[src/fixed_point_pkg.sv]
`default_nettype none

package fixed_point_pkg;

  // Data and grid share one Q format
  localparam int SAMPLE_W    = 16;
  localparam int SAMPLE_FRAC = 12;

  // Scale factor format
  localparam int SCALE_W    = 16;
  localparam int SCALE_FRAC = 12;

  // Result word width
  localparam int RESULT_W = 16;

  // Full precision of difference times scale
  localparam int PRODUCT_W = SAMPLE_W + SCALE_W;

  typedef logic signed [SAMPLE_W-1:0]  sample_t;
  typedef logic signed [SCALE_W-1:0]   scale_t;
  typedef logic signed [PRODUCT_W-1:0] product_t;
  typedef logic signed [RESULT_W-1:0]  result_t;

endpackage

`default_nettype wire

[src/frame_pkg.sv]
`default_nettype none

package frame_pkg;

  localparam int NUM_SRC = 3;

  // Bit position of each operand stream in the per-stream control vectors
  typedef enum logic [1:0] {
    SRC_DATA  = 2'd0,
    SRC_GRID  = 2'd1,
    SRC_SCALE = 2'd2
  } src_e;

endpackage

`default_nettype wire

[src/stream_skid.sv]
`timescale 1ns/1ps
`default_nettype none

module stream_skid #(
  parameter int WIDTH = 17
) (
  input  logic             clk,
  input  logic             rst,

  input  logic [WIDTH-1:0] in_data,
  input  logic             in_valid,
  output logic             in_ready,

  output logic [WIDTH-1:0] out_data,
  output logic             out_valid,
  input  logic             out_ready
);

  // Overflow entry filled when the output register is stalled
  logic [WIDTH-1:0] skid_data;
  logic             skid_valid;

  logic in_fire;
  logic out_load;

  // Ready comes from a register only, so the ready path is cut here
  assign in_ready = ~skid_valid;

  assign in_fire  = in_valid & in_ready;

  // Output register may take a new beat when empty or being drained
  assign out_load = out_ready | ~out_valid;

  always_ff @(posedge clk) begin
    if (rst) begin
      out_valid  <= 1'b0;
      skid_valid <= 1'b0;
    end else begin
      if (out_load) begin
        // Skid entry drains first; input is blocked while it is full
        out_valid  <= skid_valid | in_valid;
        skid_valid <= 1'b0;
      end else if (in_fire) begin
        skid_valid <= 1'b1;
      end
    end
  end

  always_ff @(posedge clk) begin
    if (out_load) begin
      out_data <= skid_valid ? skid_data : in_data;
    end
    if (~out_load && in_fire) begin
      skid_data <= in_data;
    end
  end

endmodule

`default_nettype wire

[src/operand_align.sv]
`timescale 1ns/1ps
`default_nettype none

module operand_align (
  input  logic                      clk,
  input  logic                      rst,

  input  fixed_point_pkg::sample_t  data,
  input  logic                      data_valid,
  output logic                      data_ready,
  input  logic                      data_last,

  input  fixed_point_pkg::sample_t  grid,
  input  logic                      grid_valid,
  output logic                      grid_ready,
  input  logic                      grid_last,

  input  fixed_point_pkg::scale_t   scale,
  input  logic                      scale_valid,
  output logic                      scale_ready,
  input  logic                      scale_last,

  output fixed_point_pkg::sample_t  op_sample,
  output fixed_point_pkg::sample_t  op_grid,
  output fixed_point_pkg::scale_t   op_scale,
  output logic                      op_valid,
  output logic                      op_last,
  input  logic                      op_ready
);

  localparam int SAMPLE_WORD_W = fixed_point_pkg::SAMPLE_W + 1;
  localparam int SCALE_WORD_W  = fixed_point_pkg::SCALE_W + 1;

  // Buffered stream words with last above the value
  logic [SAMPLE_WORD_W-1:0] data_word;
  logic [SAMPLE_WORD_W-1:0] grid_word;
  logic [SCALE_WORD_W-1:0]  scale_word;

  // Per-stream control indexed by frame_pkg::src_e
  logic [frame_pkg::NUM_SRC-1:0] buf_valid;
  logic [frame_pkg::NUM_SRC-1:0] buf_last;
  logic [frame_pkg::NUM_SRC-1:0] buf_ready;
  logic [frame_pkg::NUM_SRC-1:0] hold;

  logic join_fire;

  stream_skid #(
    .WIDTH (SAMPLE_WORD_W)
  ) u_data_skid (
    .clk       (clk),
    .rst       (rst),
    .in_data   ({data_last, data}),
    .in_valid  (data_valid),
    .in_ready  (data_ready),
    .out_data  (data_word),
    .out_valid (buf_valid[frame_pkg::SRC_DATA]),
    .out_ready (buf_ready[frame_pkg::SRC_DATA])
  );

  stream_skid #(
    .WIDTH (SAMPLE_WORD_W)
  ) u_grid_skid (
    .clk       (clk),
    .rst       (rst),
    .in_data   ({grid_last, grid}),
    .in_valid  (grid_valid),
    .in_ready  (grid_ready),
    .out_data  (grid_word),
    .out_valid (buf_valid[frame_pkg::SRC_GRID]),
    .out_ready (buf_ready[frame_pkg::SRC_GRID])
  );

  stream_skid #(
    .WIDTH (SCALE_WORD_W)
  ) u_scale_skid (
    .clk       (clk),
    .rst       (rst),
    .in_data   ({scale_last, scale}),
    .in_valid  (scale_valid),
    .in_ready  (scale_ready),
    .out_data  (scale_word),
    .out_valid (buf_valid[frame_pkg::SRC_SCALE]),
    .out_ready (buf_ready[frame_pkg::SRC_SCALE])
  );

  // Unpack the buffered words
  assign op_sample = data_word[fixed_point_pkg::SAMPLE_W-1:0];
  assign op_grid   = grid_word[fixed_point_pkg::SAMPLE_W-1:0];
  assign op_scale  = scale_word[fixed_point_pkg::SCALE_W-1:0];

  assign buf_last[frame_pkg::SRC_DATA]  = data_word[fixed_point_pkg::SAMPLE_W];
  assign buf_last[frame_pkg::SRC_GRID]  = grid_word[fixed_point_pkg::SAMPLE_W];
  assign buf_last[frame_pkg::SRC_SCALE] = scale_word[fixed_point_pkg::SCALE_W];

  // An operand set exists only when every stream has a beat
  assign op_valid  = &buf_valid;
  assign op_last   = &buf_last;
  assign join_fire = op_valid & op_ready;

  // A finished shorter frame keeps presenting its final beat
  // until the longest frame reaches its own last
  assign hold = buf_last & {frame_pkg::NUM_SRC{~op_last}};

  assign buf_ready = {frame_pkg::NUM_SRC{join_fire}} & ~hold;

endmodule

`default_nettype wire

[src/sub_mult_execute.sv]
`timescale 1ns/1ps
`default_nettype none

module sub_mult_execute #(
  parameter int RESULT_FRAC = 12
) (
  input  logic                      clk,
  input  logic                      rst,

  input  fixed_point_pkg::sample_t  op_sample,
  input  fixed_point_pkg::sample_t  op_grid,
  input  fixed_point_pkg::scale_t   op_scale,
  input  logic                      op_valid,
  input  logic                      op_last,
  output logic                      op_ready,

  output fixed_point_pkg::result_t  ex_result,
  output logic                      ex_valid,
  output logic                      ex_last,
  input  logic                      ex_ready
);

  localparam int PRODUCT_FRAC = fixed_point_pkg::SAMPLE_FRAC + fixed_point_pkg::SCALE_FRAC;

  // First product bit of the result
  localparam int RESULT_LSB = PRODUCT_FRAC - RESULT_FRAC;

  // Product sign-extended so a small RESULT_FRAC still selects in range
  localparam int EXT_W = fixed_point_pkg::PRODUCT_W + fixed_point_pkg::RESULT_W;

  if (RESULT_FRAC < 0 || RESULT_FRAC > PRODUCT_FRAC) begin : g_bad_frac
    $error("RESULT_FRAC out of range 0 to %0d", PRODUCT_FRAC);
  end

  fixed_point_pkg::sample_t  diff;
  fixed_point_pkg::product_t product;
  logic signed [EXT_W-1:0]   product_ext;
  fixed_point_pkg::result_t  result_next;

  // Difference wraps to the sample width
  assign diff = op_sample - op_grid;

  assign product     = fixed_point_pkg::product_t'(diff)
                     * fixed_point_pkg::product_t'(op_scale);
  assign product_ext = EXT_W'(product);

  // Truncating re-alignment to the result format
  assign result_next = product_ext[RESULT_LSB +: fixed_point_pkg::RESULT_W];

  // Stage moves when empty or when the next stage takes its beat
  assign op_ready = ~ex_valid | ex_ready;

  always_ff @(posedge clk) begin
    if (rst) begin
      ex_valid <= 1'b0;
    end else if (op_ready) begin
      ex_valid <= op_valid;
    end
  end

  always_ff @(posedge clk) begin
    if (op_ready) begin
      ex_result <= result_next;
      ex_last   <= op_last;
    end
  end

endmodule

`default_nettype wire

[src/sub_mult.sv]
`timescale 1ns/1ps
`default_nettype none

module sub_mult #(
  parameter int RESULT_FRAC = 12
) (
  input  logic                      clk,
  input  logic                      rst,

  input  fixed_point_pkg::sample_t  data,
  input  logic                      data_valid,
  output logic                      data_ready,
  input  logic                      data_last,

  input  fixed_point_pkg::sample_t  grid,
  input  logic                      grid_valid,
  output logic                      grid_ready,
  input  logic                      grid_last,

  input  fixed_point_pkg::scale_t   scale,
  input  logic                      scale_valid,
  output logic                      scale_ready,
  input  logic                      scale_last,

  output fixed_point_pkg::result_t  result,
  output logic                      result_valid,
  input  logic                      result_ready,
  output logic                      result_last
);

  localparam int RESULT_WORD_W = fixed_point_pkg::RESULT_W + 1;

  fixed_point_pkg::sample_t op_sample;
  fixed_point_pkg::sample_t op_grid;
  fixed_point_pkg::scale_t  op_scale;
  logic                     op_valid;
  logic                     op_last;
  logic                     op_ready;

  fixed_point_pkg::result_t ex_result;
  logic                     ex_valid;
  logic                     ex_last;
  logic                     ex_ready;

  logic [RESULT_WORD_W-1:0] result_word;

  // Decode stage with input buffering and frame join
  operand_align u_align (
    .clk         (clk),
    .rst         (rst),
    .data        (data),
    .data_valid  (data_valid),
    .data_ready  (data_ready),
    .data_last   (data_last),
    .grid        (grid),
    .grid_valid  (grid_valid),
    .grid_ready  (grid_ready),
    .grid_last   (grid_last),
    .scale       (scale),
    .scale_valid (scale_valid),
    .scale_ready (scale_ready),
    .scale_last  (scale_last),
    .op_sample   (op_sample),
    .op_grid     (op_grid),
    .op_scale    (op_scale),
    .op_valid    (op_valid),
    .op_last     (op_last),
    .op_ready    (op_ready)
  );

  // Execute stage to subtract, multiply and re-align
  sub_mult_execute #(
    .RESULT_FRAC (RESULT_FRAC)
  ) u_execute (
    .clk       (clk),
    .rst       (rst),
    .op_sample (op_sample),
    .op_grid   (op_grid),
    .op_scale  (op_scale),
    .op_valid  (op_valid),
    .op_last   (op_last),
    .op_ready  (op_ready),
    .ex_result (ex_result),
    .ex_valid  (ex_valid),
    .ex_last   (ex_last),
    .ex_ready  (ex_ready)
  );

  // Result buffering toward the consumer
  stream_skid #(
    .WIDTH (RESULT_WORD_W)
  ) u_result_skid (
    .clk       (clk),
    .rst       (rst),
    .in_data   ({ex_last, ex_result}),
    .in_valid  (ex_valid),
    .in_ready  (ex_ready),
    .out_data  (result_word),
    .out_valid (result_valid),
    .out_ready (result_ready)
  );

  assign result      = result_word[fixed_point_pkg::RESULT_W-1:0];
  assign result_last = result_word[fixed_point_pkg::RESULT_W];

endmodule

`default_nettype wire

[config.mk]
export PLATFORM = sky130hd
export DESIGN_NAME = sub_mult
export DESIGN_NICKNAME = d
export VERILOG_FILES = /design/src/fixed_point_pkg.sv /design/src/frame_pkg.sv /design/src/stream_skid.sv /design/src/operand_align.sv /design/src/sub_mult_execute.sv /design/src/sub_mult.sv
export SDC_FILE = /design/constraint.sdc
export NUM_CORES = 1
export LEC_CHECK = 0
export ABC_AREA = 0
export BUFFER_PORTS_ARGS = -buffer_cell sky130_fd_sc_hd__buf_2
export CAP_MARGIN = 20
export CORE_MARGIN = 8
export CORE_UTILIZATION = 57
export DETAILED_ROUTE_END_ITERATION = 12
export PLACE_DENSITY_LB_ADDON = 0.05
export SETUP_SLACK_MARGIN = 0.3
export SYNTH_ARGS = -nofsm -noshare
export SYNTH_HDL_FRONTEND = slang
export SYNTH_SLANG_ARGS = --single-unit
export TNS_END_PERCENT = 10
[constraint.sdc]
create_clock -name clk -period 7.9 [get_ports clk]
set_input_delay 1.185 -clock clk [delete_from_list [all_inputs] [get_ports clk]]
set_output_delay 1.185 -clock clk [all_outputs]
set_load 0.01 [all_outputs]
==> summary.txt <==
TIMING
-------------------------------------------------------------------------------------
Number of slew-limit violations in the final report                                 0
Least-Margin Pin Slew                                                        0.978 ns
Final worst-path setup slack                                               -0.0442 ns
Shortest period the worst path allows                                         7.94 ns
Unrepaired setup endpoints after global routing                                   yes
Peak Freq                                                                   0.126 GHz
Post-route fraction of the period consumed by the critical path                  1.01
Final-report setup violation count                                                  1
Layout Skew                                                                 0.0148 ns
Max-slew headroom at the worst pin                                              0.348
Count of endpoints failing hold in the final timing report                          0

WORST HOLD PATH
-------------------------------------------------------------------------------------
Worst hold path startpoint                                               u_execute.ex_result[7]$_DFFE_PN_
Worst Hold Depth                                                                    0
Min-Delay Endpoint                                                       u_result_skid.skid_data[7]$_DFFE_PP_
Worst min path class                                                       reg -> reg

ROUTE
-------------------------------------------------------------------------------------
Count of routing violations after the opening detailed-route iteration            552
Drt first pass iters                                                                5
Count of unresolved DRC violations after routing                                    0
Routed via count divided by cell count                                           5.18
DRT antenna net count                                                               0
Total vias in the final route                                                    9638
Mean routed wirelength per cell                                               17.0 µm
DRT Wirelength                                                                31.6 mm

LOGIC SYNTHESIS
-------------------------------------------------------------------------------------
Share of flip-flops with an asynchronous set or reset after synthesis               0
Synthesized area per cell                                                    11.2 µm²
Most common flop cell mapped by yosys                                    sky130_fd_sc_hd__edfxtp_1
Post-Syn Area                                                               15100 µm²
Synth warn                                                                          0
Post-synthesis sequential element count                                           162
Sequential-to-total area share from yosys stat                                  0.316
Net count after synthesis                                                        1720
Number of enable-type register cells in the synthesized netlist                   153
Synthesized instance count                                                       1345
Number of distinct library cells after synthesis                                   49

FINISH
-------------------------------------------------------------------------------------
Net count, final                                                                 1889
Antenna cell count                                                                  0
Post-route design area                                                      17800 µm²
Area grow syn2layout                                                            17.6%
Fraction of layout instances using a drive strength above 1                     0.253
Number of fill cells                                                             1937

WORST SETUP PATH
-------------------------------------------------------------------------------------
Peak per-stage delay on the critical path                                     0.57 ns
Gate family responsible for the most delay along the worst path           adder cells
R2R cell count                                                                     29
Reg-to-reg startpoint                                                    u_align.u_data_skid.out_data[1]$_DFFE_PP_
Worst-path maximum fanout                                                           4
Critical R2R Capture                                                     u_execute.ex_result[15]$_DFFE_PN_
Max stage delay cell, worst path                                         sky130_fd_sc_hd__fa_1
Bufs and invs on worst path                                                         5
Kind of start point of the critical path                                    flip-flop
Endpoint class of the critical path                                         flip-flop
FF-to-FF setup slack                                                         -0.04 ns
Worst path required time                                                      8.08 ns
Top cell by count, worst path                                            sky130_fd_sc_hd__fa_1
Worst setup path category                                                  reg -> reg
Arrival time at the worst endpoint                                            8.12 ns

CLOCK TREE
-------------------------------------------------------------------------------------
Total CTS buffers                                                                  17
Total of hold buffers inserted after clock tree synthesis                           0
Clock root buffer                                                        sky130_fd_sc_hd__clkbuf_16
CTS sink count                                                                    162
Clock-pin slew on the worst setup and hold paths                              0.08 ns
Number of buffers between clock root and the deepest sink                           2
TritonCTS clock tree                                                            built
Worst-skew pair later-pin latency                                             0.43 ns
Maximum level of the CTS H-tree                                                     4

GLOBAL ROUTE
-------------------------------------------------------------------------------------
Number of antenna violations at the first check in global routing                   1
Total grt overflow                                                                  0
First-pass GRT wire length                                                    53.3 mm
Vias in the first global route                                                  10600
Pin count of the biggest net entering global routing                               21
Overall fraction of global-route tracks in use                                  0.213

FLOORPLAN
-------------------------------------------------------------------------------------
Total Die Area                                                              32000 µm²
Starting utilization of the core area                                           0.580
Core Footprint                                                              26100 µm²
Die X-Extent                                                                   179 µm
I/O Pins                                                                           78
Die outline height                                                             179 µm
Floorplan row count                                                                59

PLACE
-------------------------------------------------------------------------------------
Number of buffer cells added on primary ports                                      77
HPWL Detailed                                                                 25.1 mm
Final estimated routing congestion in global placement                          0.855
Area after detailed placement                                               16700 µm²

RUN STATUS
-------------------------------------------------------------------------------------
Result of the run                                                        finished, violations left
Failing checks                                                           setup timing

JOB
-------------------------------------------------------------------------------------
Max-capacitance violation count                                                     0

==> state kept, by name, indices dropped and copies added (netlist names), 16 cells and up <==
signal	flops
u_align.u_grid_skid.out_data	17
u_result_skid.skid_data	17
u_align.u_grid_skid.skid_data	17
u_align.u_data_skid.skid_data	17
u_result_skid.out_data	17
u_align.u_scale_skid.out_data	17
u_align.u_scale_skid.skid_data	17
u_align.u_data_skid.out_data	17
u_execute.ex_result	16
==> how the worst max path moves through the flow <==
stage / depth (start not counted) / end / start / slack, ns
detailed placement: 29 / u_execute.ex_result[15]$_DFFE_PN_ / u_align.u_data_skid.out_data[1]$_DFFE_PP_ / -0.37
floorplan: 30 / u_execute.ex_result[15]$_DFFE_PN_ / u_align.u_grid_skid.out_data[1]$_DFFE_PP_ / 0.15
global placement: 29 / u_execute.ex_result[15]$_DFFE_PN_ / u_align.u_grid_skid.out_data[0]$_DFFE_PP_ / -0.21
CTS: 31 / u_execute.ex_result[15]$_DFFE_PN_ / u_align.u_grid_skid.out_data[2]$_DFFE_PP_ / -0.02
finish: 29 / u_execute.ex_result[15]$_DFFE_PN_ / u_align.u_data_skid.out_data[1]$_DFFE_PP_ / -0.04
global route: 33 / u_execute.ex_result[15]$_DFFE_PN_ / u_align.u_grid_skid.out_data[1]$_DFFE_PP_ / -0.33
==> timing repair <==
action | 4_1_cts | 5_1_grt
gates resized for setup | 59 | 10
pin swaps | 63 | 19
buffers inserted | 19 | 1
setup endpoints to repair | 8 | 10
==> cell usage after synthesis, drive strengths merged, types with 8 or more instances <==
master  instances  area share
inv           296       0.073
edfxtp        153        0.30
fa            229        0.30
nor2b          21      0.0087
nor3            9      0.0030
nand2b         19      0.0079
dfxtp           9       0.012
o21a           11      0.0055
ha             89       0.074
nand2         139       0.035
nand3           8      0.0026
nor2           29      0.0072
clkbuf         40      0.0099
a21oi          26      0.0086
and2           88       0.036
o21ai          12      0.0040
mux2           68       0.051
xnor2          34       0.020
==> logic make-up (layout without fill, tap and decap cells) <==
family / count (synthesis) / after routing / synth area share
AND/OR/NAND/NOR: 338 / 338 / 0.112
buffers and inverters: 338 / 520 / 0.0839
adder cells (fa/ha/maj): 318 / 318 / 0.377
flip-flops: 162 / 162 / 0.316
AO/OA/AOI/OAI: 77 / 77 / 0.0329
multiplexers: 69 / 69 / 0.0513
XOR/XNOR: 43 / 43 / 0.0268
==> layout make-up <==
class / count / area (µm²) / share of cell area
Sequential cell: 162 / 4770 / 0.269
Clock inverter: 15 / 184 / 0.0103
Tap cell: 335 / 419 / 0.0236
Multi-Input combinational cell: 845 / 9570 / 0.538
Inverter: 297 / 1110 / 0.0627
Clock buffer: 17 / 425 / 0.0239
Timing Repair Buffer: 191 / 1290 / 0.0725
==> layer usage <==
metal	vias up	wire [µm]	GRT usage
met4	0	654	0.0648
li1	4543	-	-
met1	4833	14800	0.297
met2	220	14500	0.337
met3	42	1670	0.0373
met5	-	0	0
==> cell usage in the layout, fill, tap and decap left out, types with 5 or more instances in the layout <==
cell and count:
sky130_fd_sc_hd__inv_1 289, sky130_fd_sc_hd__fa_2 15, sky130_fd_sc_hd__inv_2 7, sky130_fd_sc_hd__o21ai_0 6
sky130_fd_sc_hd__and2_4 7, sky130_fd_sc_hd__buf_4 108, sky130_fd_sc_hd__xor2_1 7, sky130_fd_sc_hd__nand2_1 136
sky130_fd_sc_hd__inv_8 6, sky130_fd_sc_hd__and2_1 81, sky130_fd_sc_hd__buf_2 77, sky130_fd_sc_hd__nor3_1 9
sky130_fd_sc_hd__clkinv_8 5, sky130_fd_sc_hd__a21oi_1 17, sky130_fd_sc_hd__xnor2_2 6, sky130_fd_sc_hd__ha_1 71
sky130_fd_sc_hd__clkbuf_16 17, sky130_fd_sc_hd__nor2_1 29, sky130_fd_sc_hd__ha_4 17, sky130_fd_sc_hd__nand2b_1 19
sky130_fd_sc_hd__nand3_1 6, sky130_fd_sc_hd__xnor2_1 28, sky130_fd_sc_hd__dfxtp_1 9, sky130_fd_sc_hd__fa_1 214
sky130_fd_sc_hd__mux2_2 68, sky130_fd_sc_hd__nor2b_1 19, sky130_fd_sc_hd__a21oi_2 9, sky130_fd_sc_hd__edfxtp_1 153
sky130_fd_sc_hd__a21o_1 7, sky130_fd_sc_hd__o21a_1 11
==> per-stage QoR <==
step | setup TNS (ns) | utilization | cells | worst slack (ns) | hold WS [ns]
after detailed placement | -0.646 | 0.639 | 1808 | -0.369 | 0.434
after CTS | -0.0226 | 0.679 | 1859 | -0.0226 | 0.445
after global routing | -0.626 | 0.682 | 1862 | -0.330 | 0.462
after global placement | -0.333 | 0.639 | 1807 | -0.205 | 0.429
after floorplan | 0 | - | 1345 | 0.152 | 0.422
final | -0.0442 | 0.682 | 1862 | -0.0442 | 0.445
Power is not shown: default switching activity piles up to over one toggle a cycle in this logic, so the estimate is an artifact.
